--- config.mk ---
export PLATFORM = sky130hd
export DESIGN_NAME = hazardUnit
export DESIGN_NICKNAME = d
export VERILOG_FILES = /design/src/cpuPipePkg.sv /design/src/hazardUnit.sv
export SDC_FILE = /design/constraint.sdc
export NUM_CORES = 1
export LEC_CHECK = 0
export BUFFER_PORTS_ARGS = -buffer_cell sky130_fd_sc_hd__buf_2
export CORE_AREA = 10 10 47 49
export DETAILED_ROUTE_END_ITERATION = 6
export DIE_AREA = 0 0 57 59
export PLACE_DENSITY = 0.68
export SLEW_MARGIN = 20
export SYNTH_ARGS = -nofsm -noshare
export SYNTH_HDL_FRONTEND = slang
export SYNTH_SLANG_ARGS = --single-unit
--- constraint.sdc ---
create_clock -name vclk -period 5.4
set_input_delay 1.62 -clock vclk [all_inputs]
set_output_delay 1.62 -clock vclk [all_outputs]
set_load 0.02 [all_outputs]
--- src/cpuPipePkg.sv ---
//////////////////////////////////////////////////
// Pipeline widths and forwarding mux codes
//////////////////////////////////////////////////
package cpuPipePkg;

  localparam int dataWidth    = 16;   // Registers, addresses, memory words
  localparam int regAddrWidth = 4;

  // Operand source in execute
  localparam logic [1:0] fwdReg = 2'd0;   // Value read in decode
  localparam logic [1:0] fwdMem = 2'd1;   // Result in memory stage
  localparam logic [1:0] fwdWb  = 2'd2;   // Result in write-back

endpackage

--- src/hazardUnit.sv ---
`timescale 1ns/1ps
//////////////////////////////////////////////////
// Forwarding selects, stalls and squashes
//////////////////////////////////////////////////
module hazardUnit import cpuPipePkg::*; (
  input  logic [regAddrWidth-1:0] srcRegAD,
  input  logic [regAddrWidth-1:0] srcRegBD,
  input  logic [regAddrWidth-1:0] srcRegAE,
  input  logic [regAddrWidth-1:0] srcRegBE,
  input  logic                    regWriteE,
  input  logic [regAddrWidth-1:0] dstRegE,
  input  logic                    regWriteM,
  input  logic [regAddrWidth-1:0] dstRegM,
  input  logic                    regWriteW,
  input  logic [regAddrWidth-1:0] dstRegW,
  input  logic                    memToRegE,
  input  logic                    flagWriteE,
  input  logic                    branchD,
  input  logic                    branchTaken,
  input  logic                    haltD,        // HLT decoded now or earlier
  output logic                    stallF,
  output logic                    stallD,
  output logic                    flushD,
  output logic                    flushE,
  output logic [1:0]              fwdASel,
  output logic [1:0]              fwdBSel
);

  logic loadUse;
  logic flagStall;
  logic brRegStall;
  logic stall;

  // Youngest producer wins, R0 never forwarded
  function automatic logic [1:0] pickFwd(input logic [regAddrWidth-1:0] src);
    if (src == '0) return fwdReg;
    if (regWriteM && dstRegM == src) return fwdMem;
    if (regWriteW && dstRegW == src) return fwdWb;
    return fwdReg;
  endfunction

  always_comb begin
    fwdASel = pickFwd(srcRegAE);
    fwdBSel = pickFwd(srcRegBE);
  end

  assign loadUse    = memToRegE && regWriteE && dstRegE != '0 &&
                      (dstRegE == srcRegAD || dstRegE == srcRegBD);
  assign flagStall  = branchD && flagWriteE;   // Flags not settled yet
  assign brRegStall = branchD && regWriteE && srcRegAD != '0 && dstRegE == srcRegAD;
  assign stall      = loadUse || flagStall || brRegStall;

  assign stallF = stall || haltD;    // Fetch freezes for good on HLT
  assign stallD = stall;
  assign flushE = stall;             // Bubble into execute
  assign flushD = !stall && (branchTaken || haltD);

endmodule

; ---- Yosys cells after proc, flatten, opt, wreduce, memory -nomap -nowiden
; Cells that the tools add are included.
[op_classes]
n_eq_ne = 6
muxes = 24
reduce_logical = 22
[op_table]
columns = operator, count
row1 = $eq A4 B4 Y1, 6
row2 = $mux W2, 12
row3 = $logic_and A1 B1 Y1, 12
row4 = $mux W1, 12
row5 = $logic_not A4 Y1, 2
row6 = $reduce_bool A4 Y1, 2
row7 = $logic_or A1 B1 Y1, 5
row8 = $logic_not A1 Y1, 1
[word_totals]
ff_bits = 0
inputBits = 36
output_inout_bits = 8
elab_cells = 52

; ---- Logic depth before layout (Yosys ltp)
[logic_depth]
ltp_word = 9
depth_mapped = 5
mapped_depth_nobuf = 4

; ---- Least setup slack after synthesis
; No wires, ideal clock.
[synth_timing]
path_type = input to output
from = input srcRegAD[0]
to = output stallD
arrival_time_ns = 2.866
slack_ns = 0.914
stages = 5
n_path_buf = 1
cell_sequence = or4_1 > and3_1 > a22oi_2 > nand2_1 > buf_4
[synth_between]
elab_chain_cells = 5
word_cells_on_any_way = 8
classes_between = eq/ne: 1 / reduce/logical: 7
[synth_lines]
columns = element, line
row1 = start: declaration, hazardUnit.sv:6  ; input logic [regAddrWidth-1:0] srcRegAD,
row2 = $eq A4 B4 Y1, "hazardUnit.sv:48, hazardUnit.sv:50"
row3 = $logic_or A1 B1 Y1, hazardUnit.sv:48  ; (dstRegE == srcRegAD || dstRegE == srcRegBD);
row4 = $logic_and A1 B1 Y1, hazardUnit.sv:47  ; assign loadUse = memToRegE && regWriteE && dstRegE != '0 &&
row5 = $logic_or A1 B1 Y1, hazardUnit.sv:51  ; assign stall = loadUse || flagStall || brRegStall;
row6 = $logic_or A1 B1 Y1 (*), hazardUnit.sv:51
row7 = end: declaration, hazardUnit.sv:22  ; output logic stallD,
; Mark *: on every way between the ends. The rest lies on a longest branch, timed or not.

; ---- Worst setup path in the final report
[layout_timing]
from = input srcRegAD[0]
to = output flushD
[layout_between]
elab_chain_cells = 7
word_cells_on_any_way = 10
classes_between = eq/ne: 1 / reduce/logical: 9
[layout_lines]
columns = element, line
row1 = $eq A4 B4 Y1, "hazardUnit.sv:48, hazardUnit.sv:50"
row2 = $logic_or A1 B1 Y1, hazardUnit.sv:48
row3 = $logic_and A1 B1 Y1, hazardUnit.sv:47
row4 = $logic_or A1 B1 Y1, hazardUnit.sv:51
row5 = $logic_or A1 B1 Y1 (*), hazardUnit.sv:51
row6 = $logic_not A1 Y1 (*), hazardUnit.sv:56  ; assign flushD = !stall && (branchTaken || haltD);
row7 = $logic_and A1 B1 Y1 (*), hazardUnit.sv:56
row8 = end: declaration, hazardUnit.sv:23  ; output logic flushD,
; Marked as above.

==> run_results.csv <==
group,metric,value,unit
outcome,status,"completed",
drt,avgRoutedWirePerCell,13.65,um
floorplanning,die_h,59,um
final_layout,utilization,43.13,%
placement,portBuffers,44,
setup_path,crit_slowest_cell,"or4_1",
setup_path,worst-path-stages,6,
clock_network,cts_setup_buffers,0,
timing,finalMaxSlewViolations,0,
floorplanning,die_area,3363,um2
timing,final.period_utilization,84.63,%
power,leakage,0.3114,nW
final_layout,final_cell_mix,"buf_2, xor2_1, xnor2_1",
drt,drtAntennaViolNets,0,
setup_path,cp-endpoint,"flushD",
global_routing,first_global_vias,557,
timing,hold_viol_final,0,
final_layout,num_antenna_cells,0,
final_layout,nClkBuffers,0,
global_routing,grt_max_degree,5,
power,peakVddDrop,29.42,uV
timing,rsz0062_at_grt,"false",
synth,syn-num-nets,87,
setup_path,cp.required,3.78,ns
timing,period_needed,4.570,ns
drt,drc,0,
drt,routed_via_density,4.882,
final_layout,seq_cells,0,
final_layout,post_layout_nonfiller_instances,110,
timing,maxSlewHeadroom,68.15,%
global_routing,grt_antenna_before_repair,0,
setup_path,worst-path-buf-inv,2,
final_layout,seqCellArea,0,um2
setup_path,crit_start,"srcRegAD[0]",
global_routing,grt_pass1_wl,2.318,mm
timing,fmax,0.2188,GHz
final_layout,fin_nets,132,
global_routing,overflow,0,
synth,yosysWarnings,0,
synth,ys_seq_area_share,0,%
setup_path,worstSetupStartpointType,"input pin",
placement,dp_cells,110,
placement,hpwl,1.445,mm
setup_path,endpoint_kind,"primary output",
setup_path,cp_top_family,"simple AND/OR/NAND/NOR gates",
setup_path,max_stage_delay,0.51,ns
setup_path,worst-path-max-fanout,3,
floorplanning,ios,44,
setup_path,path_class,"in -> out",
drt,num_vias,537,
clock_network,holdBufCountCts,0,
synth,synth.avg_cell_area,7.286,um2
floorplanning,rows,14,
power,power.density,79.59,nW/um2
drt,drtIter0Drc,7,
placement,pre_cts_slack,0.8260,ns
synth,syn_inst,51,
placement,place_congestion,0.8217,
synth,synth_area,371.6,um2
final_layout,syn_to_final_growth,62.63,%
final_layout,layout_commonest_cell,"buf_2",
setup_path,path_cells,"buf_2 > or4_1 > and3_1 > a22oi_2 > o211a_1 > buf_2",
clock_network,cts_resized,0,
drt,wl,1.502,mm
worst_hold_path,holdCritPathClass,"in -> out",
setup_path,crit_top_cell,"buf_2",
timing,worst_slack,0.8299,ns
timing,tightestPinTransition,0.4734,ns
job,drv_cap,0,
power,p_total,48.10,uW
timing,final-setup-viol-count,0,
setup_path,critPathArrivalTime,2.95,ns
final_layout,drive_above_1_share,47.87,%
global_routing,grt_usage,7.732,%
timing,setup_tns,0,ns
floorplanning,chipWidth,57,um
floorplanning,core,1401,um2
floorplanning,start_util,26.52,%
synth,synth_cell_types,16,
drt,first_pass_iters,4,
[kinds of logic after synthesis]
kind of cell / Yosys count / synth area share [%]
XOR/XNOR: 22 / 51.85
AND/OR/NAND/NOR: 19 / 28.96
AO/OA/AOI/OAI: 7 / 15.15
buffers and inverters: 3 / 4.042
[how the worst min path moves through the flow]
stage / cells past startpoint / slack, ns / to / from
detailed placement: 3 / 3.57 / stallF / haltD
finish: 3 / 3.57 / stallF / haltD
floorplan: 2 / 3.39 / fwdASel[1] / regWriteW
global placement: 3 / 3.57 / stallF / haltD
global route: 3 / 3.60 / stallF / haltD
CTS: 3 / 3.57 / stallF / haltD
[power by group]
group	switching, mW	total [mW]	internal (mW)
Sequential	0	0	0
Clock	0	0	0
Combinational	0.0244	0.0481	0.0237
[metal layers]
layer,wire [um],track usage [%]
met2,906,16.28
met3,76,1.288
met1,519,7.829
met4,0,0.6711
met5,0,0
[per-stage QoR]
step                hold WS, ns  instance area [um2]
detailed placement        3.570                604.3
global placement          3.568                604.3
floorplan                 3.390                371.6
global route              3.597                604.3
finish                    3.568                604.3
CTS                       3.570                604.3
[cells in the mapped netlist]
cell / number / share of area, %
a21oi_1: 2 / 2.7
o211a_1: 1 / 2.7
inv_1: 2 / 2.0
nor4_1: 4 / 6.7
nand4_1: 2 / 3.4
xor2_1: 14 / 33
a21boi_0: 2 / 4.0
a22oi_2: 1 / 3.4
nor3_1: 6 / 8.1
or4_1: 2 / 4.0
o2111ai_1: 1 / 2.4
buf_4: 1 / 2.0
nand3b_1: 1 / 2.0
and3_1: 1 / 1.7
nand2_1: 3 / 3.0
xnor2_1: 8 / 19
[cell type report]
class,instances,area (um2)
fill,143,797.0
inverter,2,7.507
multi-input combinational,48,356.6
tap,16,20.02
timing repair buffer,44,220.2
Power figures use the tool's default switching activity.
