File: src/cpuIsaPkg.sv
//////////////////////////////////////////////////
// Instruction set of the 16-bit core
// Opcodes, branch conditions, flag bits, word formats
//////////////////////////////////////////////////
package cpuIsaPkg;

  // Opcodes, bits [15:12]
  localparam logic [3:0] opAdd = 4'd0;
  localparam logic [3:0] opSub = 4'd1;
  localparam logic [3:0] opXor = 4'd2;
  localparam logic [3:0] opSll = 4'd4;
  localparam logic [3:0] opSra = 4'd5;
  localparam logic [3:0] opLw  = 4'd8;
  localparam logic [3:0] opSw  = 4'd9;
  localparam logic [3:0] opLlb = 4'd10;
  localparam logic [3:0] opLhb = 4'd11;
  localparam logic [3:0] opB   = 4'd12;
  localparam logic [3:0] opBr  = 4'd13;
  localparam logic [3:0] opHlt = 4'd15;

  // Branch conditions, bits [11:9] of B and BR
  localparam logic [2:0] condNe = 3'd0;
  localparam logic [2:0] condEq = 3'd1;
  localparam logic [2:0] condGt = 3'd2;
  localparam logic [2:0] condLt = 3'd3;
  localparam logic [2:0] condGe = 3'd4;
  localparam logic [2:0] condLe = 3'd5;
  localparam logic [2:0] condOv = 3'd6;
  localparam logic [2:0] condAl = 3'd7;

  // Bit positions in the flag word
  localparam int flagZ = 2;
  localparam int flagV = 1;
  localparam int flagN = 0;

  typedef struct packed {
    logic [3:0] opcode;
    logic [3:0] rd;
    logic [3:0] rs;   // High immediate nibble for LLB/LHB
    logic [3:0] rt;   // Shift amount or word offset for immediates
  } regFields;

  typedef struct packed {
    logic [3:0] opcode;
    logic [2:0] cond;
    logic [8:0] offset;   // Signed, in words
  } branchFields;

  typedef union packed {
    regFields    regForm;
    branchFields branchForm;
  } instrWord;

endpackage

File: src/controlUnit.sv
`timescale 1ns/1ps
//////////////////////////////////////////////////
// Opcode decode into decode-stage control bits
//////////////////////////////////////////////////
module controlUnit import cpuIsaPkg::*; (
  input  logic [3:0] opcode,
  output logic       regWrite,
  output logic       memToReg,
  output logic       memWrite,
  output logic       aluSrc,      // Immediate on ALU input B
  output logic       dstRegSel,   // Rd field is a destination, 0 for store data
  output logic       branch,
  output logic [2:0] flagWrite,   // Per-flag update mask
  output logic       halt
);

  always_comb begin
    regWrite  = 1'b0;
    memToReg  = 1'b0;
    memWrite  = 1'b0;
    aluSrc    = 1'b1;   // Most forms carry an immediate
    dstRegSel = 1'b1;
    branch    = 1'b0;
    flagWrite = 3'b000;
    halt      = 1'b0;
    case (opcode)
      opAdd, opSub: begin
        regWrite  = 1'b1;
        aluSrc    = 1'b0;
        flagWrite = 3'b111;   // Z, V and N
      end
      opXor: begin
        regWrite         = 1'b1;
        aluSrc           = 1'b0;
        flagWrite[flagZ] = 1'b1;
      end
      opSll, opSra: begin
        regWrite         = 1'b1;
        flagWrite[flagZ] = 1'b1;
      end
      opLw: begin
        regWrite = 1'b1;
        memToReg = 1'b1;
      end
      opSw: begin
        memWrite  = 1'b1;
        dstRegSel = 1'b0;   // Rd field holds the data register
      end
      opLlb, opLhb: regWrite = 1'b1;
      opB, opBr:    branch = 1'b1;
      opHlt:        halt = 1'b1;
      default: ;            // Unused opcodes act as no-ops
    endcase
  end

endmodule

File: config.mk
export PLATFORM = sky130hd
export DESIGN_NAME = controlUnit
export DESIGN_NICKNAME = d
export VERILOG_FILES = /design/src/cpuIsaPkg.sv /design/src/controlUnit.sv
export SDC_FILE = /design/constraint.sdc
export NUM_CORES = 1
export LEC_CHECK = 0
export BUFFER_PORTS_ARGS = -buffer_cell sky130_fd_sc_hd__buf_2
export CAP_MARGIN = 20
export CORE_AREA = 2 2 39 41
export DETAILED_ROUTE_END_ITERATION = 7
export DIE_AREA = 0 0 41 43
export GPL_TIMING_DRIVEN = 0
export SYNTH_ARGS = -nofsm -noshare
export SYNTH_HDL_FRONTEND = slang
export SYNTH_SLANG_ARGS = --single-unit
export TNS_END_PERCENT = 1
File: constraint.sdc
create_clock -name vclk -period 0.8
set_input_delay 0.12 -clock vclk [all_inputs]
set_output_delay 0.12 -clock vclk [all_outputs]
set_load 0.01 [all_outputs]
# Word-level counts from Yosys, hierarchy flattened
# Index checks and enable logic that the tools add are counted.
[word_totals]
ff_bits = 0
latchBits = 0
ram_bits = 0
rom_bits = 0
input_bits = 4
out_inout_bits = 10
word_cells = 26
n_memories = 0
[classes]
addsub = 0
multipliers = 0
div = 0
n_lt_le_gt_ge = 0
eq_ne = 11
shift = 0
n_mux = 9
bitwise_logic = 0
n_reduce_logical = 6
[ops]
columns = ["operator", "n"]
rows = [
  ["$eq 4x4->1 const B", 7],
  ["$eq 4x3->1 const B", 2],
  ["$mux 1", 8],
  ["$reduce_or 8->1", 1],
  ["$reduce_or 5->1", 1],
  ["$eq 4x1->1 const B", 1],
  ["$eq 4x2->1 const B", 1],
  ["$logic_not 4->1", 1],
  ["$reduce_or 2->1", 2],
  ["$reduce_or 3->1", 1],
  ["$mux 2", 1],
]

# Depth between registers and ports, before layout
[logic_depth]
word_depth = 3
ltp_mapped = 3
depth_no_buf = 2

# Least setup slack after synthesis
# Ideal clock, no wire load.
[synth_timing]
kind = "input-to-output"
start = "in opcode[2]"
end = "out flagWrite[1]"
t_arrival_ns = 0.840
required_time_ns = 0.680
setup_slack_ns = -0.160
cell_stages = 3
n_path_buf = 2
cell_sequence = "clkbuf_1 nor3_1 buf_4"
[synth_via]
elab_chain_len = 3
word_cells_on_any_way = 4
cone_classes = "1 x eq/ne; 1 x mux; 2 x reduce/logical"
[synth_lines]
columns = ["item", "line_no", "text"]
rows = [
  ["from (decl)", "controlUnit.sv:6", "input logic [3:0] opcode,"],
  ["$eq 4x1->1 or $logic_not 4->1 (tied branches)", "controlUnit.sv:26", "case (opcode)"],
  ["$reduce_or 2->1 (*)", "--", ""],
  ["$mux 2 (*)", "controlUnit.sv:26", ""],
  ["to (decl)", "controlUnit.sv:13", "output logic [2:0] flagWrite,"],
]
# Mark *: on every way between the ends. The rest lies on a longest branch, timed or not.

# Worst setup path after layout
[layout_timing]
start = "in opcode[0]"
end = "out dstRegSel"
[layout_via]
elab_chain_len = 2
[layout_lines]
columns = ["item", "line_no", "text"]
rows = [
  ["$eq 4x4->1", "controlUnit.sv:26", ""],
  ["$mux 1", "controlUnit.sv:26", ""],
  ["to (decl)", "controlUnit.sv:11", "output logic dstRegSel,"],
]
# Every way passes these cells.

==> impl_metrics.tcl <==
set metrics [dict create \
    syn-num-nets 21 \
    path_max_fanout 5 \
    syn_to_final_growth_pct 180.5 \
    grt_max_degree 11 \
    num_rows 14 \
    yosysSeqAreaShare_pct 0 \
    finalWirelength_um 411 \
    status "complete, but fails checks" \
    crit_required_ns 0.68 \
    hpwl_um 270.9 \
    ir_worst_vdd_uv 95.23 \
    io_buffers 12 \
    critPathKind "primary input to primary output" \
    diodes 0 \
    vias 170 \
    dp_slack_ns -0.1527 \
    wl_per_cell_um 8.935 \
    synth_warnings 0 \
    timing.fmax_mhz 1172 \
    fin_crit_sh_pct 106.7 \
    p_leak_nw 0.1312 \
    antenna_found_initial 0 \
    grt_first_pass_wirelength_um 386 \
    synth.distinct_cells 13 \
    vias_per_cell 3.696 \
    netlist_area_um2 96.34 \
    seq_area_um2 0 \
    hold_viol_final 0 \
    drive_gt1_share_pct 63.33 \
    start_kind "primary input" \
    grt_pass1_vias 110 \
    p_per_area_nw_per_um2 487.8 \
    hold_class "primary input to primary output" \
    core_um2 1384 \
    fp.dieArea_um2 1763 \
    setup_viol 2 \
    grt_overflow 0 \
    hold_ws_ns 0.5001 \
    worst_slack_ns -0.05350 \
    synth_cells 17 \
    layout_commonest_cell "buf_2" \
    start_util_pct 6.962 \
    slew_headroom_pct 88.15 \
    startpoint "opcode[0]" \
    period_needed_ns 0.8535 \
    chipHeight_um 43 \
    drv_cap 0 \
    rsz0062_at_grt "true" \
    min-delay-start "opcode[3]" \
    slew_viol_final 0 \
    grt_usage_pct 3.097 \
    ioPinCount 14 \
    detail-route-antenna-nets 0 \
    nFlopsAndLatches 0 \
    die_w_um 41 \
    worstSetupEndpointType "primary output" \
    worst_pin_slew_ns 0.1768 \
    most-common-layout-cells "buf_2, nor2_1, buf_12, nand2_1, buf_4" \
    avgSynthCellArea_um2 5.667 \
    violations "negative setup slack" \
    drcViolationCount 0 \
    crit_arrival_ns 0.73 \
    dr.pass1.iters 1 \
    final_net_count 36 \
    num-clock-buffers 0 \
    drt-initial-drc-count 0 \
    place_congestion 0.4303 \
]
what timing repair did:
action,CTS,global route
buffers inserted,0,1
pin swaps,0,2
hold endpoints to repair,0,0
resized for setup,11,6
hold buffers,0,0
endpoints found under the setup margin,9,4
path summary, 6_finish.rpt:
path,end,slack [ns],depth (start not counted)
setup / recovery,dstRegSel,-0.05,4
hold / removal,flagWrite[2],0.50,3
power breakdown:
group	internal (mW)	leakage [nW]	total, mW	switching (mW)
logic	0.0748	0.131	0.132	0.0570
clock network	0	0	0	0
registers	0	0	0	0
logic make-up after synthesis:
family	after synthesis	share of synthesized area [%]
AO/OA/AOI/OAI	4	31.18
AND/OR/NAND/NOR	10	51.96
buffers and inverters	3	16.88
Yosys cell counts:
library cell / instances / area share [%]
nand2_1: 2 / 7.8
nor3_1: 2 / 10
o22ai_1: 1 / 6.5
nor4b_1: 1 / 9.1
nand2_2: 1 / 6.5
o21a_1: 1 / 7.8
a21boi_0: 1 / 7.8
a211o_1: 1 / 9.1
buf_2: 1 / 5.2
buf_4: 1 / 7.8
clkbuf_1: 1 / 3.9
nor2_1: 3 / 12
or3_1: 1 / 6.5
through the flow:
step | power [mW] | util, % | setup TNS, ns | cells | instance area [µm²]
floorplan | 0.05167 | - | -0.07221 | 17 | 107.6
global placement | 0.08688 | 13.56 | -0.4798 | 45 | 187.7
detailed placement | 0.08857 | 13.56 | -0.6905 | 45 | 187.7
CTS | 0.1118 | 16.82 | -0.08702 | 45 | 232.7
global route | 0.1448 | 19.53 | -0.1578 | 46 | 270.3
finish | 0.1318 | 19.53 | -0.06944 | 46 | 270.3
worst max-delay path, cell delays in order:
cell,delay (ns)
buf_8,0.09
nand2_4,0.05
or3_1,0.33
buf_2,0.14
final cells by class:
type | instances | area [µm²]
Timing Repair Buffer | 13 | 92.59
Buffer | 3 | 52.55
Fill cell | 156 | 1114
Tap cell | 16 | 20.02
Multi-Input combinational cell | 14 | 105.1
routing by layer:
layer  GRT usage [%]  vias to the layer above  routed length, µm  part of all wire, %
met1           1.266                       74                123                   30
met2           8.438                        9                245                   60
li1                -                       87                  -                    -
met3               0                        0                 41                   10
met5               0                        -                  0                    0
met4               0                        0                  0                    0
(Power assumes the default switching activity.)
