==> src/cpuIsaPkg.sv <==
//////////////////////////////////////////////////
// Instruction set of the 16-bit core
// Opcodes, branch conditions, flag bits, word formats
//////////////////////////////////////////////////
package cpuIsaPkg;

  // Opcodes, bits [15:12]
  localparam logic [3:0] opAdd = 4'd0;
  localparam logic [3:0] opSub = 4'd1;
  localparam logic [3:0] opXor = 4'd2;
  localparam logic [3:0] opSll = 4'd4;
  localparam logic [3:0] opSra = 4'd5;
  localparam logic [3:0] opLw  = 4'd8;
  localparam logic [3:0] opSw  = 4'd9;
  localparam logic [3:0] opLlb = 4'd10;
  localparam logic [3:0] opLhb = 4'd11;
  localparam logic [3:0] opB   = 4'd12;
  localparam logic [3:0] opBr  = 4'd13;
  localparam logic [3:0] opHlt = 4'd15;

  // Branch conditions, bits [11:9] of B and BR
  localparam logic [2:0] condNe = 3'd0;
  localparam logic [2:0] condEq = 3'd1;
  localparam logic [2:0] condGt = 3'd2;
  localparam logic [2:0] condLt = 3'd3;
  localparam logic [2:0] condGe = 3'd4;
  localparam logic [2:0] condLe = 3'd5;
  localparam logic [2:0] condOv = 3'd6;
  localparam logic [2:0] condAl = 3'd7;

  // Bit positions in the flag word
  localparam int flagZ = 2;
  localparam int flagV = 1;
  localparam int flagN = 0;

  typedef struct packed {
    logic [3:0] opcode;
    logic [3:0] rd;
    logic [3:0] rs;   // High immediate nibble for LLB/LHB
    logic [3:0] rt;   // Shift amount or word offset for immediates
  } regFields;

  typedef struct packed {
    logic [3:0] opcode;
    logic [2:0] cond;
    logic [8:0] offset;   // Signed, in words
  } branchFields;

  typedef union packed {
    regFields    regForm;
    branchFields branchForm;
  } instrWord;

endpackage

==> src/cpuPipePkg.sv <==
//////////////////////////////////////////////////
// Pipeline widths and forwarding mux codes
//////////////////////////////////////////////////
package cpuPipePkg;

  localparam int dataWidth    = 16;   // Registers, addresses, memory words
  localparam int regAddrWidth = 4;

  // Operand source in execute
  localparam logic [1:0] fwdReg = 2'd0;   // Value read in decode
  localparam logic [1:0] fwdMem = 2'd1;   // Result in memory stage
  localparam logic [1:0] fwdWb  = 2'd2;   // Result in write-back

endpackage

==> src/aluCompute.sv <==
`timescale 1ns/1ps
//////////////////////////////////////////////////
// Execute-stage ALU with Z, V and N flag outputs
//////////////////////////////////////////////////
module aluCompute import cpuIsaPkg::*, cpuPipePkg::*; (
  input  logic [3:0]           opcode,
  input  logic [dataWidth-1:0] inputA,
  input  logic [dataWidth-1:0] inputB,
  output logic [dataWidth-1:0] aluOut,
  output logic [2:0]           aluFlags
);

  localparam int msb = dataWidth - 1;

  logic [dataWidth-1:0] sum;
  logic [dataWidth-1:0] diff;
  logic                 addOvf;
  logic                 subOvf;

  assign sum  = inputA + inputB;   // Also the LW/SW address
  assign diff = inputA - inputB;

  // Like signs in, other sign out
  assign addOvf = (inputA[msb] == inputB[msb]) && (sum[msb] != inputA[msb]);
  // Unlike signs in, result takes the subtrahend sign
  assign subOvf = (inputA[msb] != inputB[msb]) && (diff[msb] != inputA[msb]);

  always_comb begin
    case (opcode)
      opAdd:   aluOut = sum;
      opSub:   aluOut = diff;
      opXor:   aluOut = inputA ^ inputB;
      opSll:   aluOut = inputA << inputB[3:0];
      opSra:   aluOut = $signed(inputA) >>> inputB[3:0];
      opLlb:   aluOut = {inputA[msb:8], inputB[7:0]};   // Keep high byte
      opLhb:   aluOut = {inputB[7:0], inputA[7:0]};     // Keep low byte
      default: aluOut = sum;
    endcase
  end

  always_comb begin
    aluFlags        = '0;
    aluFlags[flagZ] = (aluOut == '0);
    aluFlags[flagN] = aluOut[msb];
    aluFlags[flagV] = (opcode == opSub) ? subOvf : addOvf;   // Masked off unless ADD/SUB
  end

endmodule

==> config.mk <==
export PLATFORM = sky130hd
export DESIGN_NAME = aluCompute
export DESIGN_NICKNAME = d
export VERILOG_FILES = /design/src/cpuIsaPkg.sv /design/src/cpuPipePkg.sv /design/src/aluCompute.sv
export SDC_FILE = /design/constraint.sdc
export NUM_CORES = 1
export LEC_CHECK = 0
export BUFFER_PORTS_ARGS = -buffer_cell sky130_fd_sc_hd__buf_2
export CAP_MARGIN = 40
export CORE_ASPECT_RATIO = 0.8
export CORE_MARGIN = 10
export CORE_UTILIZATION = 45
export DETAILED_ROUTE_END_ITERATION = 10
export PLACE_DENSITY = 0.67
export SLEW_MARGIN = 20
export SYNTH_ARGS = -nofsm -noshare
export SYNTH_HDL_FRONTEND = slang
export SYNTH_SLANG_ARGS = --single-unit
==> constraint.sdc <==
create_clock -name vclk -period 8.6
set_clock_uncertainty 0.05 [all_clocks]
set_input_delay 0.86 -clock vclk [all_inputs]
set_output_delay 0.86 -clock vclk [all_outputs]
set_load 0.02 [all_outputs]
# Word level (Yosys, flattened, before mapping)

Cells that the tools add are included.

Add/subtract/negate cells: 2
Shift operators: 2
Mux-type cells: 2
Eq/ne operators: 10
Reduce and logical (&&, ||, !) cells: 3
Bitwise logic cells: 1

Operator list:

| kind                                                            | number |
|---|---|
| 16-bit one-hot mux with 6 select lines                          | 1 |
| 16-bit adder                                                    | 1 |
| 16-bit zero test                                                | 1 |
| 16-bit by 4-bit left shift with 16-bit output                   | 1 |
| 16-bit by 4-bit >>> shifter with 16-bit output                  | 1 |
| 16-bit subtractor                                               | 1 |
| 16-bit XOR                                                      | 1 |
| 4-bit by 3-bit == test with 1-bit output, second input constant | 2 |
| 4-bit == test, second input constant                            | 2 |
| 4-bit by 1-bit == test with 1-bit output, second input constant | 1 |
| 4-bit by 2-bit == test with 1-bit output, second input constant | 1 |
| 1-bit != test                                                   | 3 |
| 1-bit logical AND                                               | 2 |
| 1-bit == test                                                   | 1 |
| 1-bit 2-to-1 mux                                                | 1 |

Bits in registers: 0
Output and inout port bits: 19

# Depth between registers and ports, before layout

Word-level depth: 4
Mapped depth: 13

# Worst setup path after synthesis

No wires, ideal clock.

Kind: input to output
From: input port inputB[2]
To: output port aluFlags[2]
Path buffers: 2
Path slack: 3.379 ns
Data required time: 7.690 ns
Stages: 13
Arrival: 4.311 ns
Path through: inv_1 clkbuf_1 buf_1 ha_1 nor2b_1 o22a_1 a221oi_2 nor2_1 or3b_4 or4b_1 or4_1 nor4_1 and4b_1

Cells in the longest elaborated chain, start to end: 3

Ends and longest elaborated chain:

| item                                     | RTL line         | source |
|---|---|---|
| start: declaration                       | aluCompute.sv:8  | `input logic [dataWidth-1:0] inputB,` |
| 16-bit adder (tied with other cells)     | aluCompute.sv:20 | `assign sum = inputA + inputB;` |
| 16-bit one-hot mux with 6 select lines * | aluCompute.sv:29 | `case (opcode)` |
| named net aluOut[4]                      | aluCompute.sv:9  | `output logic [dataWidth-1:0] aluOut,` |
| 16-bit zero test *                       | aluCompute.sv:43 | `aluFlags[flagZ] = (aluOut == '0);` |
| end: declaration                         | aluCompute.sv:10 | `output logic [2:0] aluFlags` |

The timed path passes the listed nets; every way through them passes the cells marked *.

# Worst setup path in the final report

From: input port inputB[2]
To: output port aluFlags[2]

Cells in the longest elaborated chain, start to end: 3

Ends and longest elaborated chain:

| item                                     | RTL line |
|---|---|
| 16-bit adder (tied with other cells)     | aluCompute.sv:20 |
| 16-bit one-hot mux with 6 select lines * | aluCompute.sv:29 |
| 16-bit zero test *                       | aluCompute.sv:43 |

Mark *: on every way between the ends. The rest lies on a longest branch, timed or not.

==> results.md <==
* Status: finished, final reports clean
* Seq/Total Area, Yosys at 0%
* Synth warn at 0
* Multi-input gate area at 3600 um2
* DR vias/cell at 6.87
* GRT Total Usage at 21.6%
* 1st-iter DRT viols at 755
* Leakage dissipation at 1.72 nW
* PostCTS Resize Cnt at 0
* DRC at 0
* Post-CTS Setup Bufs at 0
* Die area at 13000 um2
* Layout net count at 650
* Main combinational cell family by area after synthesis: compound AO/OA/AOI/OAI gates
* Cts hold-fix bufs at 0
* # Max-Cap Violations at 0
* Fillers at 863
* Slew Limit Fails at 0
* Switching power at 0.000199 W
* Post-DR wirelength/cell at 22.5 um
* TritonRoute pass-1 iters at 7
* Final instance area at 4210 um2
* Complex-gate fraction of the synthesized area at 32.1%
* Final setup viols at 0
* Flop pwr share at 0%
* Clock share of power at 0%
* CP endpoint kind: output pin
* WP buf/inv at 3
* GP Congestion at 0.985
* Row count at 30
* RSZ-0062 raised after global routing: no
* Final WS setup at 2.46 ns
* Comb pwr share at 100.0%
* Clk_buf instances at 0
* Area Overhead vs Synth at 6.49%
* ANT cells at 0
* Die span in y at 104 um
* Synthesized area per cell at 7.01 um2
* Worst-Margin Slew at 0.914 ns
* FFs & Latches at 0
* Worst min-delay path class: in2out
* Core Area at 8520 um2
* Layout cells sized above 1 at 17.6%
* Gate Count Post-Synth at 564
* Most used cell, CP: buf_2
* PD cells at 75.5 nW/um2
* Post-synthesis cell type count at 72
* Crit path DAT at 5.23 ns
* Hold WS at 2.12 ns
* Max-slew headroom at 38.9%
* Port Buf Inserts at 55
* Critical Path RT at 7.69 ns
* Vias in the first global route at 4307
* Worst-path fanout max at 34
* Sw Ratio at 62.5%
* Multiplexer share of the synthesized area at 20.5%
* Place WS at 2.57 ns
* Hold path cells at 4
* Internal power at 0.000119 W
* Post-DP HPWL at 12000 um
* Fin crit share at 71.4%
* Startpoint Class: input port
* Mapped Nets at 634
* Setup TNS at 0 ns
* Critical Path Stages at 13
* Post-Synth Simple-Gate Area at 24.9%
* Grt total ovfl at 0
* Initial core utilization at 46.4%
* Setup CP Type: in2out
* Crit path max-delay family: simple AND/OR/NAND/NOR gates
* Routed Antenna Nets at 0
* Peak supply drop at 0.0442 mV
* Final min period at 6.14 ns
* Slowest CP cell: inv_1
* Register area at 0 um2
* Via Count at 4741
* Pin count of the biggest net entering global routing at 47
* Achievable Freq at 163 MHz
* Fin. Hold Viols at 0
* Post-Syn Area at 3950 um2
* XOR/XNOR share of the synthesized area at 2.44%
* Crit-path cells: buf_2 -> inv_1 -> ha_1 -> nor2b_1 -> o22ai_1 -> o221a_2 -> nor2_1 -> or3b_4 -> or4b_1 -> or4_1 -> nor4_1 -> and4b_1 -> buf_2
* Post-Synth Adder-Cell Area at 11.1%
* Die Wd at 125 um
* DP Cell Count at 689
* Non-Filler Instances at 690
* First-pass GRT wire length at 24100 um
* Initial antenna violation count at 0
* IO Count at 55
* Slowest stage delay, CP at 0.57 ns
* Cell Area, Placed at 4190 um2
* Routed WL at 15500 um
## path summary, 6_finish.rpt
path	start	endpoint	slack [ns]
worst max-delay path	inputB[2]	aluFlags[2]	2.46
worst min-delay path	inputB[15]	aluFlags[1]	2.12
## placed cells by master, fill, tap and decap left out, drive strengths merged, types with 6 or more instances in the layout
cell type  synthesis  final
a211oi             9      9
a21oi             38     38
a221o              6      6
a31oi              6      6
and2               7      7
buf               21     61
ha                32     32
inv               36     36
mux2               8      8
mux2i             27     27
mux4              20     20
nand2             50     50
nand2b             7      7
nand3             11     11
nor2              55     55
nor2b             14     14
nor3              19     19
nor4               6      6
o21ai             43     43
o221ai             6      6
o31ai              6      6
xnor2              8      8
## per-stage QoR
step | total power (W) | util, %
final | 0.000318 | 49.4
after global routing | 0.000340 | 49.4
after CTS | 0.000309 | 49.2
after detailed placement | 0.000308 | 49.2
after global placement | 0.000305 | 49.2
after floorplan | 0.000220 | -
## cells by family (layout without fill, tap and decap cells)
family	after synthesis	after routing
AOI/OAI and AO/OA	184	184
and+or+nand+nor	197	197
muxes	55	55
buffers and inverters	83	97
adders and majority gates	34	34
xor gates and xnor gates	11	11
## power by group through the flow
stage          Combinational (W)  Clock, W  Sequential (W)
3_3_place_gp            0.000305         0               0
5_1_grt                 0.000340         0               0
3_5_place_dp            0.000308         0               0
6_report                0.000318         0               0
4_1_cts                 0.000309         0               0
2_1_floorplan           0.000220         0               0
## area by class of cell
type	instances	area share (%)
inverters	36	3.21
multi-input cells	481	85.6
well taps	112	3.33
repair buffers	61	7.90
## per-layer routing
metal	vias up	part of all wire, %	wire length [um]	global-route usage (%)
met5	-	0	0	0
met4	0	1.1	166	2.41
met3	23	10	1570	1.88
met2	311	45	7020	33.9
met1	2235	44	6780	31.9
li1	2172	-	-	-
## synth_stat cells, drive strengths merged (7+ instances only)
cell type / count / area [um2]
a21oi: 38 / 190
mux2i: 27 / 270
nand2: 50 / 188
and2: 7 / 43.8
mux2: 8 / 90.1
ha: 32 / 400
xnor2: 8 / 70.1
nand2b: 7 / 43.8
buf: 21 / 119
clkbuf: 26 / 97.6
nor2: 55 / 206
nor3: 19 / 95.1
inv: 36 / 135
nand3: 11 / 55.1
o21ai: 43 / 215
a211oi: 9 / 67.6
mux4: 20 / 450
nor2b: 14 / 87.6
Power figures use the tool's default switching activity.
