==> src/cpuIsaPkg.sv <==
//////////////////////////////////////////////////
// Instruction set of the 16-bit core
// Opcodes, branch conditions, flag bits, word formats
//////////////////////////////////////////////////
package cpuIsaPkg;

  // Opcodes, bits [15:12]
  localparam logic [3:0] opAdd = 4'd0;
  localparam logic [3:0] opSub = 4'd1;
  localparam logic [3:0] opXor = 4'd2;
  localparam logic [3:0] opSll = 4'd4;
  localparam logic [3:0] opSra = 4'd5;
  localparam logic [3:0] opLw  = 4'd8;
  localparam logic [3:0] opSw  = 4'd9;
  localparam logic [3:0] opLlb = 4'd10;
  localparam logic [3:0] opLhb = 4'd11;
  localparam logic [3:0] opB   = 4'd12;
  localparam logic [3:0] opBr  = 4'd13;
  localparam logic [3:0] opHlt = 4'd15;

  // Branch conditions, bits [11:9] of B and BR
  localparam logic [2:0] condNe = 3'd0;
  localparam logic [2:0] condEq = 3'd1;
  localparam logic [2:0] condGt = 3'd2;
  localparam logic [2:0] condLt = 3'd3;
  localparam logic [2:0] condGe = 3'd4;
  localparam logic [2:0] condLe = 3'd5;
  localparam logic [2:0] condOv = 3'd6;
  localparam logic [2:0] condAl = 3'd7;

  // Bit positions in the flag word
  localparam int flagZ = 2;
  localparam int flagV = 1;
  localparam int flagN = 0;

  typedef struct packed {
    logic [3:0] opcode;
    logic [3:0] rd;
    logic [3:0] rs;   // High immediate nibble for LLB/LHB
    logic [3:0] rt;   // Shift amount or word offset for immediates
  } regFields;

  typedef struct packed {
    logic [3:0] opcode;
    logic [2:0] cond;
    logic [8:0] offset;   // Signed, in words
  } branchFields;

  typedef union packed {
    regFields    regForm;
    branchFields branchForm;
  } instrWord;

endpackage

==> src/cpuPipePkg.sv <==
//////////////////////////////////////////////////
// Pipeline widths and forwarding mux codes
//////////////////////////////////////////////////
package cpuPipePkg;

  localparam int dataWidth    = 16;   // Registers, addresses, memory words
  localparam int regAddrWidth = 4;

  // Operand source in execute
  localparam logic [1:0] fwdReg = 2'd0;   // Value read in decode
  localparam logic [1:0] fwdMem = 2'd1;   // Result in memory stage
  localparam logic [1:0] fwdWb  = 2'd2;   // Result in write-back

endpackage

==> src/branchResolve.sv <==
`timescale 1ns/1ps
//////////////////////////////////////////////////
// Flag register and decode-stage branch decision
//////////////////////////////////////////////////
module branchResolve import cpuIsaPkg::*, cpuPipePkg::*; (
  input  logic                 clk,
  input  logic                 reset,
  input  logic                 flagWrite,
  input  logic [2:0]           flagMask,
  input  logic [2:0]           aluFlags,
  input  logic                 branch,
  input  logic                 isRegBranch,
  input  logic [2:0]           cond,
  input  logic [8:0]           offset,
  input  logic [dataWidth-1:0] pcPlus2,
  input  logic [dataWidth-1:0] regTarget,
  output logic                 branchTaken,
  output logic [dataWidth-1:0] branchTarget
);

  logic [2:0] flags;
  logic       condPass;

  // Only the masked flags move
  always_ff @(posedge clk) begin
    if (reset) begin
      flags <= '0;
    end else if (flagWrite) begin
      flags <= (flags & ~flagMask) | (aluFlags & flagMask);
    end
  end

  always_comb begin
    case (cond)
      condNe:  condPass = !flags[flagZ];
      condEq:  condPass = flags[flagZ];
      condGt:  condPass = !flags[flagZ] && !flags[flagN];
      condLt:  condPass = flags[flagN];
      condGe:  condPass = flags[flagZ] || !flags[flagN];
      condLe:  condPass = flags[flagZ] || flags[flagN];
      condOv:  condPass = flags[flagV];
      condAl:  condPass = 1'b1;
      default: condPass = 1'b0;
    endcase
  end

  assign branchTaken  = branch && condPass;
  // BR jumps to the register, B to PC+2 plus word offset
  assign branchTarget = isRegBranch ? regTarget :
                        pcPlus2 + {{(dataWidth-10){offset[8]}}, offset, 1'b0};

endmodule

==> config.mk <==
export PLATFORM = sky130hd
export DESIGN_NAME = branchResolve
export DESIGN_NICKNAME = d
export VERILOG_FILES = /design/src/cpuIsaPkg.sv /design/src/cpuPipePkg.sv /design/src/branchResolve.sv
export SDC_FILE = /design/constraint.sdc
export NUM_CORES = 1
export LEC_CHECK = 0
export CORE_ASPECT_RATIO = 1.75
export CORE_MARGIN = 1
export CORE_UTILIZATION = 40
export DETAILED_ROUTE_END_ITERATION = 10
export DONT_BUFFER_PORTS = 1
export PLACE_DENSITY = 0.51
export RECOVER_POWER = 25
export SLEW_MARGIN = 40
export SYNTH_ARGS = -nofsm -noshare
export SYNTH_HDL_FRONTEND = slang
export SYNTH_SLANG_ARGS = --single-unit
export TNS_END_PERCENT = 50
==> constraint.sdc <==
create_clock -name clk -period 2.2 [get_ports clk]
set_input_delay 0.11 -clock clk [delete_from_list [all_inputs] [get_ports clk]]
set_output_delay 0.11 -clock clk [all_outputs]
set_load 0.02 [all_outputs]
### Word level (Yosys, flattened, before mapping)

Index checks and enable logic that the tools add are counted.

* logic and storage cells: 22
* output and inout port bits: 17
* flip-flop bits (word level): 3

* muxes and demuxes: 2
* equal/unequal tests: 7
* add/subtract/negate cells: 1
* reduce and logical (&&, ||, !) cells: 7
* bitwise gates (word level): 4

Operators by type and width (count)
* 16-bit adder: 1
* 16-bit two-way mux: 1
* 3-bit == test (second input constant): 4
* 1-bit one-hot mux with 8 select lines: 1
* 3-bit AND: 2
* 3-bit by 2-bit == test with 1-bit output (second input constant): 2
* 3-bit by 1-bit == test with 1-bit output (second input constant): 1
* 3-bit logical NOT: 1
* 3-bit inverter: 1
* 3-bit bitwise OR: 1
* 1-bit logical AND: 2
* 1-bit logical NOT: 2
* 1-bit logical OR: 2

### Logic depth before layout (Yosys ltp)

* depth after elaboration: 4
* mapped depth: 8
* mapped depth without buffers: 8

### Worst setup path before layout

OpenSTA, ideal clock, no wires.

* path type: in2out
* from: input port offset[0]
* to: output port branchTarget[11]
* data arrival time: 1.857 ns
* slack: 0.233 ns
* stages: 8
* cells stage by stage: ha_1 > inv_1 > fa_1 > nor2b_4 > o2111ai_4 > a21boi_1 > nor3_1 > o31ai_1

* longest elaborated chain between the ends: 2

Ends and longest elaborated chain
* start: declaration: RTL line branchResolve.sv:14 `input logic [8:0] offset,`
* 16-bit adder: RTL line branchResolve.sv:50 `pcPlus2 + {{(dataWidth-10){offset[8]}}, offset, 1'b0};`
* 16-bit two-way mux: RTL line branchResolve.sv:49 `assign branchTarget = isRegBranch ? regTarget :`
* end: declaration: RTL line branchResolve.sv:18 `output logic [dataWidth-1:0] branchTarget`

Every way passes these cells.

### Worst setup path in the final report

Ends and elaborated chain as after synthesis.

==> results.md <==
* Maximum achievable frequency at between 500 and 600 MHz
* Slew Limit Fails at 0
* Cell Area, Synth at 1201 um^2
* Vert. Die Dim at about 74 um
* Logic pwr share at 0.610
* Final setup vio count at 0
* Routed vias/inst at about 6.3
* Ratio of cells with drive above 1 in the final layout at 0.1086
* Starting utilization of the core area at 0.4149
* Worst clock skew at 0 ns
* Number of warnings printed during yosys synthesis at 0
* Switching power total at 242.4 uW
* Antenna-violating nets left at 0
* Class of the most critical setup path: input pin to output pin
* TritonCTS clock tree: built
* Largest fanout on the critical path at 5
* Drt initial violations at 40
* Crit end category: output pin
* PD cells at 432.3 nW/um^2
* P_int at around 320 uW
* Final instance area at between 1000 and 1500 um^2
* Final hold violation count at 0
* Minimum clock period after layout at between 1.5 and 2 ns
* Cell taking the most area after synthesis: sky130_fd_sc_hd__ha_1
* Sequential cell area fraction in the yosys report at 0.05000
* Data required time of the critical path at roughly 2.1 ns
* Width of the chip at between 40 and 50 um
* Number of hold buffers added after CTS at 1
* Initial antenna violation count at 0
* CTS HTree Levels at 1
* Flops & latches, synth at 3
* Post-Synthesis Mean Instance Area at between 7 and 8 um^2
* Vias in the first global route at between 1000 and 1500
* Clock power share at 0.286
* Post-cts sizing count at 0
* Most instantiated flip-flop cell in the synthesis netlist: sky130_fd_sc_hd__dfxtp_1
* Clock buffer count from CTS at 3
* Rel. slew slack at 0.5737
* Total setup buffers inserted after CTS at 0
* Number of core rows at 26
* Clk pin slew, worst setup/hold paths at approximately 0.03 ns
* Transition time at the pin with the least slew margin at 0.6328 ns
* Clk_lat worst skew at between 0.2 and 0.25 ns
* Layout-stage area growth over the synthesis result at 8.229%
* Ranking of synthesized cells by area: sky130_fd_sc_hd__ha_1 15%, sky130_fd_sc_hd__nand2_1 8.1%, sky130_fd_sc_hd__a21oi_1 6.7%
* Overall via count from detail_route at 1274
* Portion of synthesized cell area occupied by the leading cell type at 0.1458
* Residual DRC at 12
* Hold/Removal Path Class: input pin to flip-flop
* Diode insertion count for antenna repair at 0
* Cell at the root of the clock tree: sky130_fd_sc_hd__clkbuf_8
* Worst slack at placement at about 0.26 ns
* Wire length of the first global-routing pass at ~4500 um
* Total negative setup slack at 0 ns
* Area of the placeable core at between 2000 and 3000 um^2
* Startpoint class of the critical path: input pin
* Minimum hold slack at 0.04676 ns
* Post-synth EDFFs at 0
* Worst-case vdd ir drop at ~0.00034 V
* Max clock buf depth at 2
* Sink count of the clock tree at 3
* Setup WS post-layout at roughly 0.26 ns
* Run status: complete, but fails checks
* Cells after Synth at roughly 170
* Syn_nets at about 240
* Synth cell types at 47
* Switching share of power at 0.4313
* RSZ-0062 raised after global routing: no
* Fraction of registers with async set or reset after synthesis at 0
* WP data arrival at between 1.5 and 2 ns
* Global placer's final weighted congestion at approximately 0.8
* Area post-placement at 1245 um^2
* Sum of routed wire length over all layers at roughly 2900 um
* Die area at between 3000 and 4000 um^2
* Maximum number of pins on one net before global-route repair at 40
* Net count, final at roughly 250
* Ports at 72
* Count of input and output buffers at 0
* Failing checks: DRC
* Post-route total power at about 560 uW
* Reg power frac at 0.105
* Detailed-route wire length per cell at 14.28 um
* Period utilization at 0.8836
* Overall track demand over capacity in global routing at 0.1779
* Leakage component of the power at approximately 0.00052 uW
* Gr ovfl total at 0
* Iteration count of the initial detailed-routing pass at 10
* Dpl hpwl at around 2400 um
* Slack of the worst reg-to-reg path at around 1.6 ns
* Max cap viols at 0
## cells by family (layout without fill, tap and decap cells)
kind of cell,count (synthesis),in the layout,share of synthesized area
AND/OR/NAND/NOR,72,72,0.3156
XOR/XNOR,5,5,0.03646
multiplexers,3,3,0.02708
flip-flops,3,3,0.05000
adder cells (fa/ha/maj),15,15,0.1625
AO/OA/AOI/OAI,60,60,0.3594
buffers and inverters,13,17,0.04895
## critical path: stages
cell and delay [ns]:
sky130_fd_sc_hd__ha_1 0.16, sky130_fd_sc_hd__inv_1 0.06, sky130_fd_sc_hd__fa_1 0.43, sky130_fd_sc_hd__nor2b_4 0.16
sky130_fd_sc_hd__o2111ai_4 0.15, sky130_fd_sc_hd__a21boi_1 0.26, sky130_fd_sc_hd__nor3_1 0.08, sky130_fd_sc_hd__o31ai_1 0.24
sky130_fd_sc_hd__buf_4 0.18
## placed cells by master, fill, tap and decap left out, types with 3 or more instances in the layout
cell type	count
sky130_fd_sc_hd__o211ai_1	3
sky130_fd_sc_hd__o21ai_0	10
sky130_fd_sc_hd__a211oi_1	5
sky130_fd_sc_hd__a21o_1	3
sky130_fd_sc_hd__nor2b_1	5
sky130_fd_sc_hd__nor2_1	5
sky130_fd_sc_hd__xnor2_1	3
sky130_fd_sc_hd__a21oi_1	16
sky130_fd_sc_hd__nor3_1	4
sky130_fd_sc_hd__nand2_1	26
sky130_fd_sc_hd__inv_1	6
sky130_fd_sc_hd__buf_4	6
sky130_fd_sc_hd__o31ai_1	3
sky130_fd_sc_hd__ha_1	14
sky130_fd_sc_hd__nand4_1	4
sky130_fd_sc_hd__nand3b_1	3
sky130_fd_sc_hd__clkbuf_8	3
sky130_fd_sc_hd__nand3_1	10
sky130_fd_sc_hd__dfxtp_1	3
sky130_fd_sc_hd__and2_1	3
sky130_fd_sc_hd__nor3b_1	4
## stage by stage
stage	instances	util
floorplan	171	-
global placement	198	0.4300
detailed placement	198	0.4300
CTS	203	0.4490
global route	203	0.4490
finish	203	0.4490
## worst paths after layout
check,endpoint,start,depth (start not counted)
worst min register to register,flip-flop,flip-flop,2
worst max-delay path,branchTarget[11],offset[0],9
worst max register to register,flip-flop,flip-flop,2
worst min-delay path,flip-flop,aluFlags[2],2
## per-layer routing
metal	wire, um	GRT usage
met4	33	0.06597
met1	1130	0.1997
met2	1532	0.3215
met3	203	0.03883
met5	0	0
## area by class of cell
cell class | instances | area, um^2
fill | 309 | 1595
multi-input combinational | 155 | 1082
sequential | 3 | 60.06
timing repair buffer | 7 | 55.05
clock buffer | 4 | 45.04
tap | 28 | 35.03
inverter | 6 | 22.52
## synth_stat cells (4+ instances only)
cell type	count
sky130_fd_sc_hd__nand2_1	26
sky130_fd_sc_hd__a21oi_1	16
sky130_fd_sc_hd__ha_1	14
sky130_fd_sc_hd__nand3_1	10
sky130_fd_sc_hd__o21ai_0	10
sky130_fd_sc_hd__inv_1	6
sky130_fd_sc_hd__a211oi_1	5
sky130_fd_sc_hd__nor2_1	5
sky130_fd_sc_hd__nor2b_1	5
sky130_fd_sc_hd__clkbuf_1	4
sky130_fd_sc_hd__nand4_1	4
sky130_fd_sc_hd__nor3_1	4
sky130_fd_sc_hd__nor3b_1	4
## power groups by stage
stage / clock network (uW) / logic (uW) / registers (uW)
after global placement: 0 / 338 / 59.5
after global routing: 171 / 376 / 59.1
after CTS: 163 / 346 / 58.8
after floorplan: 0 / 292 / 59.1
final: 160 / 343 / 58.8
after detailed placement: 0 / 343 / 59.5
Note: power is estimated with default switching activity, not from simulation.
